$ cat src/hw/filter_settings.svh
`ifndef FILTER_SETTINGS_SVH
`define FILTER_SETTINGS_SVH

// Audio sample and coefficient widths
`define FILTER_DATA_W    8
`define FILTER_COEFF_W   10

// Full tap count and the stored half including the centre tap
`define FILTER_TAPS      31
`define FILTER_HALF_TAPS 16

// Tap index width, enough for 0 to 30
`define FILTER_IDX_W     5

// Holds 31 products of 8 by 10 bits
`define FILTER_ACC_W     23

// Common scaling before saturation to the sample width
`define FILTER_OUT_SHIFT 9

`endif

$ cat src/hw/filter_pkg.sv
`default_nettype none
`include "filter_settings.svh"

package filter_pkg;

    ////////////////////////////////////////////////////////////////////////////
    // Encodings
    ////////////////////////////////////////////////////////////////////////////

    typedef enum logic [1:0] {
        mode_lpf  = 2'd0,
        mode_hpf  = 2'd1,
        mode_bpf1 = 2'd2,
        mode_bpf2 = 2'd3
    } filter_mode_e;

    typedef enum logic [1:0] {
        fir_idle,
        fir_load,
        fir_mac,
        fir_finish
    } fir_state_e;

    // Shared by both sides of the four-phase links
    typedef enum logic [1:0] {
        hs_idle,
        hs_active,
        hs_release
    } hs_state_e;

    ////////////////////////////////////////////////////////////////////////////
    // Link payloads
    ////////////////////////////////////////////////////////////////////////////

    typedef struct packed {
        filter_mode_e                     mode;
        logic signed [`FILTER_DATA_W-1:0] data;
    } audio_sample_t;

    typedef struct packed {
        filter_mode_e                     mode;
        logic signed [`FILTER_DATA_W-1:0] data;
    } filtered_sample_t;

    ////////////////////////////////////////////////////////////////////////////
    // Half tables, entry 15 is the centre tap
    ////////////////////////////////////////////////////////////////////////////

    localparam logic signed [`FILTER_COEFF_W-1:0]
        filter_half_taps [4][`FILTER_HALF_TAPS] = '{
        // Low-pass
        '{  -2,  -3,  -4,  -4,  -2,   2,   8,  16,
            26,  38,  50,  62,  72,  80,  85,  87},
        // High-pass
        '{   1,   2,   3,   3,   1,  -2,  -6, -11,
           -17, -22, -27, -31, -34, -36, -37, 380},
        // Band-pass 1
        '{   3,   1,  -4,  -8,  -6,   3,  14,  18,
             8, -14, -34, -36, -12,  26,  58,  70},
        // Band-pass 2
        '{  -4,   6,   2, -10,   4,  14, -12, -14,
            22,  10, -34,   0,  44, -14, -50,  56}
    };

endpackage

`default_nettype wire

$ cat src/hw/sample_receiver.sv
`default_nettype none
`timescale 1ns/1ps

module sample_receiver import filter_pkg::*; (
    input  logic          clock,
    input  logic          rst,
    input  logic          in_req,
    output logic          in_ack,
    input  audio_sample_t in_sample,
    output logic          rx_valid,
    output audio_sample_t rx_sample,
    input  logic          rx_take
);

    hs_state_e state;
    logic      accept;

    // Only acknowledge into an empty buffer
    assign accept = (state == hs_idle) && in_req && !rx_valid;

    ////////////////////////////////////////////////////////////////////////////
    // Four-phase handshake and buffer flag
    ////////////////////////////////////////////////////////////////////////////

    always_ff @(posedge clock) begin
        if (rst) begin
            state    <= hs_idle;
            in_ack   <= 1'b0;
            rx_valid <= 1'b0;
        end else begin
            case (state)
                hs_idle: begin
                    if (accept) begin
                        in_ack <= 1'b1;
                        state  <= hs_active;
                    end
                end
                hs_active: begin
                    // Source has dropped its request
                    if (!in_req) begin
                        in_ack <= 1'b0;
                        state  <= hs_idle;
                    end
                end
                default: begin
                    in_ack <= 1'b0;
                    state  <= hs_idle;
                end
            endcase

            if (accept) begin
                rx_valid <= 1'b1;
            end else if (rx_take) begin
                rx_valid <= 1'b0;
            end
        end
    end

    // Sample held until control takes it
    always_ff @(posedge clock) begin
        if (accept) begin
            rx_sample <= in_sample;
        end
    end

endmodule

`default_nettype wire

$ cat src/hw/filter_coeffs.sv
`default_nettype none
`timescale 1ns/1ps
`include "filter_settings.svh"

module filter_coeffs import filter_pkg::*; (
    input  logic                              clock,
    input  filter_mode_e                      coeff_mode,
    input  logic [`FILTER_IDX_W-1:0]          coeff_index,
    output logic signed [`FILTER_COEFF_W-1:0] coeff
);

    localparam int                      HALF_W = $clog2(`FILTER_HALF_TAPS);
    localparam logic [`FILTER_IDX_W-1:0] CENTRE = `FILTER_HALF_TAPS - 1;
    localparam logic [`FILTER_IDX_W-1:0] LAST   = `FILTER_TAPS - 1;

    logic [`FILTER_IDX_W-1:0] folded;
    logic [HALF_W-1:0]        half_index;

    // Taps above the centre mirror back onto the stored half
    always_comb begin
        if (coeff_index > CENTRE) begin
            folded = LAST - coeff_index;
        end else begin
            folded = coeff_index;
        end
    end

    assign half_index = folded[HALF_W-1:0];

    // Registered read, one cycle of latency
    always_ff @(posedge clock) begin
        coeff <= filter_half_taps[coeff_mode][half_index];
    end

endmodule

`default_nettype wire

$ cat src/hw/fir31.sv
`default_nettype none
`timescale 1ns/1ps
`include "filter_settings.svh"

module fir31 import filter_pkg::*; (
    input  logic                              clock,
    input  logic                              rst,
    input  logic                              fir_start,
    input  logic signed [`FILTER_DATA_W-1:0]  fir_sample,
    input  filter_mode_e                      fir_mode,
    output logic                              fir_done,
    output logic signed [`FILTER_ACC_W-1:0]   fir_acc,
    output filter_mode_e                      coeff_mode,
    output logic [`FILTER_IDX_W-1:0]          coeff_index,
    input  logic signed [`FILTER_COEFF_W-1:0] coeff
);

    localparam int                      PROD_W   = `FILTER_DATA_W + `FILTER_COEFF_W;
    localparam logic [`FILTER_IDX_W-1:0] LAST_TAP = `FILTER_TAPS - 1;

    fir_state_e                       state;
    filter_mode_e                     mode_q;
    logic [`FILTER_IDX_W-1:0]         idx;
    logic [`FILTER_IDX_W-1:0]         pos;
    logic signed [`FILTER_DATA_W-1:0] history [`FILTER_TAPS];
    logic signed [`FILTER_ACC_W-1:0]  acc;
    logic signed [PROD_W-1:0]         product;
    logic                             take;

    assign take        = (state == fir_idle) && fir_start;
    assign coeff_mode  = mode_q;
    assign coeff_index = idx;
    assign fir_acc     = acc;

    // Coefficient at pos arrives one cycle after its index went out
    assign product = history[pos] * coeff;

    ////////////////////////////////////////////////////////////////////////////
    // Sequencer
    ////////////////////////////////////////////////////////////////////////////

    always_ff @(posedge clock) begin
        if (rst) begin
            state    <= fir_idle;
            fir_done <= 1'b0;
            idx      <= '0;
            pos      <= '0;
        end else begin
            fir_done <= 1'b0;
            case (state)
                fir_idle: begin
                    if (fir_start) begin
                        idx   <= '0;
                        pos   <= '0;
                        state <= fir_load;
                    end
                end
                fir_load: begin
                    // Tap 0 is being read this cycle
                    idx   <= idx + 1'b1;
                    state <= fir_mac;
                end
                fir_mac: begin
                    if (idx != LAST_TAP) begin
                        idx <= idx + 1'b1;
                    end
                    pos <= pos + 1'b1;
                    if (pos == LAST_TAP) begin
                        state <= fir_finish;
                    end
                end
                fir_finish: begin
                    fir_done <= 1'b1;
                    state    <= fir_idle;
                end
                default: state <= fir_idle;
            endcase
        end
    end

    ////////////////////////////////////////////////////////////////////////////
    // Delay line, shared by all modes
    ////////////////////////////////////////////////////////////////////////////

    always_ff @(posedge clock) begin
        if (rst) begin
            for (int i = 0; i < `FILTER_TAPS; i++) begin
                history[i] <= '0;
            end
        end else if (take) begin
            history[0] <= fir_sample;
            for (int i = 1; i < `FILTER_TAPS; i++) begin
                history[i] <= history[i-1];
            end
        end
    end

    // Accumulator and latched mode
    always_ff @(posedge clock) begin
        if (take) begin
            mode_q <= fir_mode;
        end
        if (state == fir_load) begin
            acc <= '0;
        end else if (state == fir_mac) begin
            acc <= acc + product;
        end
    end

endmodule

`default_nettype wire

$ cat src/hw/filter_control.sv
`default_nettype none
`timescale 1ns/1ps
`include "filter_settings.svh"

module filter_control import filter_pkg::*; (
    input  logic             clock,
    input  logic             rst,
    input  logic             rx_valid,
    input  audio_sample_t    rx_sample,
    output logic             rx_take,
    output logic             tx_valid,
    output filtered_sample_t tx_sample,
    input  logic             tx_take
);

    localparam logic signed [`FILTER_ACC_W-1:0] SAT_HI = 2**(`FILTER_DATA_W-1) - 1;
    localparam logic signed [`FILTER_ACC_W-1:0] SAT_LO = -(2**(`FILTER_DATA_W-1));

    logic                              fir_start;
    logic                              fir_done;
    logic                              busy;
    logic signed [`FILTER_ACC_W-1:0]   fir_acc;
    logic signed [`FILTER_ACC_W-1:0]   scaled;
    logic signed [`FILTER_DATA_W-1:0]  saturated;
    filter_mode_e                      run_mode;
    filter_mode_e                      coeff_mode;
    logic [`FILTER_IDX_W-1:0]          coeff_index;
    logic signed [`FILTER_COEFF_W-1:0] coeff;

    fir31 fir31_inst (
        .clock       (clock),
        .rst         (rst),
        .fir_start   (fir_start),
        .fir_sample  (rx_sample.data),
        .fir_mode    (rx_sample.mode),
        .fir_done    (fir_done),
        .fir_acc     (fir_acc),
        .coeff_mode  (coeff_mode),
        .coeff_index (coeff_index),
        .coeff       (coeff)
    );

    filter_coeffs filter_coeffs_inst (
        .clock       (clock),
        .coeff_mode  (coeff_mode),
        .coeff_index (coeff_index),
        .coeff       (coeff)
    );

    ////////////////////////////////////////////////////////////////////////////
    // Scale and clip to the sample range
    ////////////////////////////////////////////////////////////////////////////

    assign scaled = fir_acc >>> `FILTER_OUT_SHIFT;

    always_comb begin
        if (scaled > SAT_HI) begin
            saturated = SAT_HI[`FILTER_DATA_W-1:0];
        end else if (scaled < SAT_LO) begin
            saturated = SAT_LO[`FILTER_DATA_W-1:0];
        end else begin
            saturated = scaled[`FILTER_DATA_W-1:0];
        end
    end

    // Start only with the engine idle and the result slot empty
    always_ff @(posedge clock) begin
        if (rst) begin
            fir_start <= 1'b0;
            rx_take   <= 1'b0;
            busy      <= 1'b0;
            tx_valid  <= 1'b0;
        end else begin
            fir_start <= 1'b0;
            rx_take   <= 1'b0;
            if (rx_valid && !busy && !tx_valid) begin
                fir_start <= 1'b1;
                rx_take   <= 1'b1;
                busy      <= 1'b1;
            end else if (fir_done) begin
                busy <= 1'b0;
            end

            if (fir_done) begin
                tx_valid <= 1'b1;
            end else if (tx_take) begin
                tx_valid <= 1'b0;
            end
        end
    end

    // Mode rides alongside the sum
    always_ff @(posedge clock) begin
        if (fir_start) begin
            run_mode <= rx_sample.mode;
        end
        if (fir_done) begin
            tx_sample.mode <= run_mode;
            tx_sample.data <= saturated;
        end
    end

endmodule

`default_nettype wire

$ cat src/hw/sample_sender.sv
`default_nettype none
`timescale 1ns/1ps

module sample_sender import filter_pkg::*; (
    input  logic             clock,
    input  logic             rst,
    input  logic             tx_valid,
    input  filtered_sample_t tx_sample,
    output logic             tx_take,
    output logic             out_req,
    input  logic             out_ack,
    output filtered_sample_t out_sample
);

    hs_state_e state;
    logic      capture;

    assign capture = (state == hs_idle) && tx_valid;

    ////////////////////////////////////////////////////////////////////////////
    // Four-phase source side
    ////////////////////////////////////////////////////////////////////////////

    always_ff @(posedge clock) begin
        if (rst) begin
            state   <= hs_idle;
            out_req <= 1'b0;
            tx_take <= 1'b0;
        end else begin
            tx_take <= 1'b0;
            case (state)
                hs_idle: begin
                    if (capture) begin
                        tx_take <= 1'b1;
                        out_req <= 1'b1;
                        state   <= hs_active;
                    end
                end
                hs_active: begin
                    if (out_ack) begin
                        out_req <= 1'b0;
                        state   <= hs_release;
                    end
                end
                hs_release: begin
                    // Wait for the sink to drop its acknowledge
                    if (!out_ack) begin
                        state <= hs_idle;
                    end
                end
                default: state <= hs_idle;
            endcase
        end
    end

    // Held stable through the whole request phase
    always_ff @(posedge clock) begin
        if (capture) begin
            out_sample <= tx_sample;
        end
    end

endmodule

`default_nettype wire

$ cat src/hw/audio_filter_top.sv
`default_nettype none
`timescale 1ns/1ps

module audio_filter_top import filter_pkg::*; (
    input  logic             clock,
    input  logic             rst,
    input  logic             in_req,
    output logic             in_ack,
    input  audio_sample_t    in_sample,
    output logic             out_req,
    input  logic             out_ack,
    output filtered_sample_t out_sample
);

    logic             rx_valid;
    audio_sample_t    rx_sample;
    logic             rx_take;
    logic             tx_valid;
    filtered_sample_t tx_sample;
    logic             tx_take;

    // Input link
    sample_receiver sample_receiver_inst (
        .clock     (clock),
        .rst       (rst),
        .in_req    (in_req),
        .in_ack    (in_ack),
        .in_sample (in_sample),
        .rx_valid  (rx_valid),
        .rx_sample (rx_sample),
        .rx_take   (rx_take)
    );

    // Shared engine for all four filters
    filter_control filter_control_inst (
        .clock     (clock),
        .rst       (rst),
        .rx_valid  (rx_valid),
        .rx_sample (rx_sample),
        .rx_take   (rx_take),
        .tx_valid  (tx_valid),
        .tx_sample (tx_sample),
        .tx_take   (tx_take)
    );

    // Output link
    sample_sender sample_sender_inst (
        .clock      (clock),
        .rst        (rst),
        .tx_valid   (tx_valid),
        .tx_sample  (tx_sample),
        .tx_take    (tx_take),
        .out_req    (out_req),
        .out_ack    (out_ack),
        .out_sample (out_sample)
    );

endmodule

`default_nettype wire

$ cat config.mk
export PLATFORM = sky130hd
export DESIGN_NAME = audio_filter_top
export DESIGN_NICKNAME = d
export VERILOG_FILES = /design/src/hw/filter_pkg.sv /design/src/hw/sample_receiver.sv /design/src/hw/filter_coeffs.sv /design/src/hw/fir31.sv /design/src/hw/filter_control.sv /design/src/hw/sample_sender.sv /design/src/hw/audio_filter_top.sv
export VERILOG_INCLUDE_DIRS = /design/src /design/src/hw
export SDC_FILE = /design/constraint.sdc
export NUM_CORES = 1
export LEC_CHECK = 0
export ABC_CLOCK_PERIOD_IN_PS = 7900
export BUFFER_PORTS_ARGS = -buffer_cell sky130_fd_sc_hd__buf_2
export CAP_MARGIN = 20
export CORE_ASPECT_RATIO = 0.6
export CORE_MARGIN = 3
export CORE_UTILIZATION = 40
export DETAILED_ROUTE_END_ITERATION = 8
export PLACE_DENSITY = 0.6
export SLEW_MARGIN = 0
export SYNTH_ARGS = -nofsm -noshare
export SYNTH_HDL_FRONTEND = slang
export SYNTH_SLANG_ARGS = --single-unit
$ cat constraint.sdc
create_clock -name clock -period 7.9 [get_ports clock]
set_input_delay 0.79 -clock clock [delete_from_list [all_inputs] [get_ports clock]]
set_output_delay 0.79 -clock clock [all_outputs]
set_load 0.1 [all_outputs]
==> flow_summary_export.csv <==
group,metric,value,unit
setup_path,crit_arrival,7.50,ns
clock_tree,cts_setup_buffers,0,
setup_path,critPathKind,"flip-flop to flip-flop",
routing,drt_iter0_drc,1039,
routing,viasPerCell,5.302,
clock_tree,cts.htree.levels,2,
grt,grt_pass1_wl,65440,um
placed_design,gp_congestion,0.8747,
layout,final_nets,1671,
sta,rsz0062_at_grt,"no",
synth,synth_area_leaders,"edfxtp_1 (43%), fa_1 (11%), mux4_2 (8.5%)",
floorplanning,dieArea,51540,sq um
synth,ys_ff_latch,341,
sta,setup-tns-final,0,ns
floorplanning,die_y,177.1,um
routing,num_vias,11330,
synth,synth_most_common_cell,"edfxtp_1",
synth,yosysTopAreaCell,"edfxtp_1",
sta,tightest_slew,0.8654,ns
grt,grt_pass1_vias,11280,
layout,fillCellCount,4202,
floorplanning,die_w,291.1,um
grt,grt_max_degree,145,
synth,synthArstFlopShare,0,%
synth,synth_area,19500,sq um
setup_path,cp_data_required_time,8.31,ns
routing,dr.pass1.iters,5,
clock_tree,clock_sinks,341,
clock_tree,clockRootBuffer,"clkbuf_16",
synth,yosys-top-cells-count,"edfxtp_1 (282), nor2b_1 (153), and2_1 (147)",
synth,syn_inst,1474,
grt,grtUsageMet2,21.23,%
clock_tree,numCtsBuffers,34,
grt,antenna_found_initial,0,
sta,timing.final.crit_period,7.097,ns
sta,hold_ws,0.4199,ns
floorplanning,num_rows,61,
layout,drive_gt1_share,12.54,%
hold_path,min_path_type,"flip-flop to flip-flop",
placed_design,numPortBuffers,25,
layout,area_delta_synth_final,10.07,%
synth,synth_edf_count,282,
run,drv_cap,0,
sta,finalClockSkew,0.03149,ns
synth,yosysWarnings,0,
synth,ys_seq_area_share,49.47,%
floorplanning,coreArea,47240,sq um
sta,finalCritPeriodShare,89.83,%
grt,grt_usage,16.02,%
placed_design,place_hpwl,27150,um
clock_tree,post_cts_resize_count,0,
synth,synth_top_area_share,43.42,%
sta,slew_violations,0,
floorplanning,ios,26,
floorplanning,initial_core_util,41.29,%
routing,ant_nets,0,
setup_path,crit_fanout,32,
routing,wl_per_cell,18.88,um
clock_tree,clk_pin_slew,0.07,ns
grt,overflow,0,
sta,slew_headroom,41.89,%
layout,post-route-util,45.44,%
clock_tree,clk-insertion-delay-late,0.54,ns
grt,met3_usage,3.925,%
synth,syn-num-nets,1663,
synth,ys.flop_type,"edfxtp_1",
setup_path,cp-start-kind,"flip-flop",
status,outcome,"finished clean",
routing,wirelength,40360,um
routing,route.detailed.drc,0,
clock_tree,clockBufferDepth,3,
synth,ys_types,61,
clock_tree,cts_tree,"done",
sta,fmax,140.9,MHz
grt,grt-busiest-layer,"met1",
sta,setup_viol,0,
layout,antenna_cells,0,
grt,grt_use_met1,26.30,%
sta,hold_violations,0,
synth,post_synth.cell_area_avg,13.23,sq um
setup_path,critical_path.endpoint_type,"flip-flop",
clock_tree,hold_buffers,0,
==> registers in the layout, indices dropped and copies added, names as in the netlist, 5 cells and up, named ones only <==
name                                          cells
filter_control_inst.fir31_inst.history          248
filter_control_inst.fir31_inst.fir_acc           23
filter_control_inst.tx_sample                    10
sample_receiver_inst.rx_sample                   10
sample_sender_inst.out_sample                    10
filter_control_inst.filter_coeffs_inst.coeff      9
filter_control_inst.fir31_inst.coeff_index        5
filter_control_inst.fir31_inst.pos                5
==> cell families after synthesis <==
logic type | after synthesis | synth area share [%]
AOI/OAI and AO/OA | 169 | 5.767
DFF | 341 | 49.47
and+or+nand+nor | 470 | 13.72
xor gates and xnor gates | 28 | 1.257
adders and majority gates | 175 | 15.31
muxes | 111 | 10.87
buffers and inverters | 180 | 3.605
==> final cells by class <==
type | count | area [sq um] | share of cell area [%]
Sequential cell | 341 | 9654 | 44.97
Timing Repair Buffer | 46 | 359.1 | 1.673
Inverter | 106 | 397.9 | 1.853
Tap cell | 630 | 788.3 | 3.672
Multi-Input combinational cell | 953 | 9170 | 42.71
Clock inverter | 20 | 222.7 | 1.037
Clock buffer | 41 | 877.1 | 4.085
==> path summary, 6_finish.rpt <==
kind,end,startpoint,slack [ns],cells after the start
setup / recovery,filter_control_inst.fir31_inst.fir_acc[21],flip-flop,0.80,21
hold / removal,sample_sender_inst.out_sample[7],filter_control_inst.tx_sample[7],0.42,0
setup reg to reg,filter_control_inst.fir31_inst.fir_acc[21],flip-flop,0.80,21
hold reg to reg,sample_sender_inst.out_sample[7],filter_control_inst.tx_sample[7],0.42,0
==> layout by cell type (no fill, tap or decap), types with 4 or more instances in the layout <==
cell type  synthesis  routed
a211o_1            5       5
a211oi_1           8       8
a21o_1            18      18
a21oi_1           42      42
a31oi_1            8       8
and2_1           147     147
and3_1             6       6
buf_12             0       4
buf_2             16      24
buf_4              0      16
clkbuf_1          54       7
clkbuf_16          0      34
clkinv_1           1       6
clkinv_2           0       6
dfxtp_1           59      57
edfxtp_1         282     282
fa_1             106     106
ha_1              69      69
inv_1            104     104
mux2i_1           29      29
mux2i_4            6       6
mux4_2            74      74
nand2_1           37      37
nand2b_1          24      24
nand3_1           11      11
nor2_1            62      62
nor2b_1          153     151
nor3_1            11      11
nor3b_1            7       6
o211ai_1           4       4
o21a_1             9       9
o21ai_0           30      30
o22ai_1            7       7
xnor2_1           21      21
xor2_1             7       7
==> metal layers <==
layer / up-vias / share of wire, %
li1: 5221 / -
met1: 5760 / 53
met2: 317 / 39
met3: 32 / 6.9
met4: 0 / 1.1
met5: - / 0
==> critical path: stages, from the launching register on <==
cell     delay [ns]
dfxtp_2        0.82
buf_12         0.31
mux4_2         0.36
mux4_2         0.52
mux2i_4        0.40
nor2b_1        0.18
inv_1          0.11
fa_1           0.30
inv_1          0.13
fa_1           0.71
inv_1          0.13
fa_1           0.49
inv_1          0.05
fa_1           0.47
ha_1           0.32
ha_1           0.37
o21a_1         0.22
or2_2          0.29
a41o_1         0.23
a221o_1        0.33
o21ai_0        0.08
o22ai_1        0.11
==> metrics by stage <==
stage	instance area [sq um]	worst slack [ns]	instances
final	21470	0.8034	2137
after global routing	21470	0.4392	2137
after CTS	21430	0.7935	2135
after detailed placement	20330	0.8239	2074
after global placement	20330	0.9610	2074
after floorplan	19510	1.067	1474
Power is left out: the tool's default activity adds up to more than one toggle a clock period on the data nets, which glitch-free logic cannot reach.
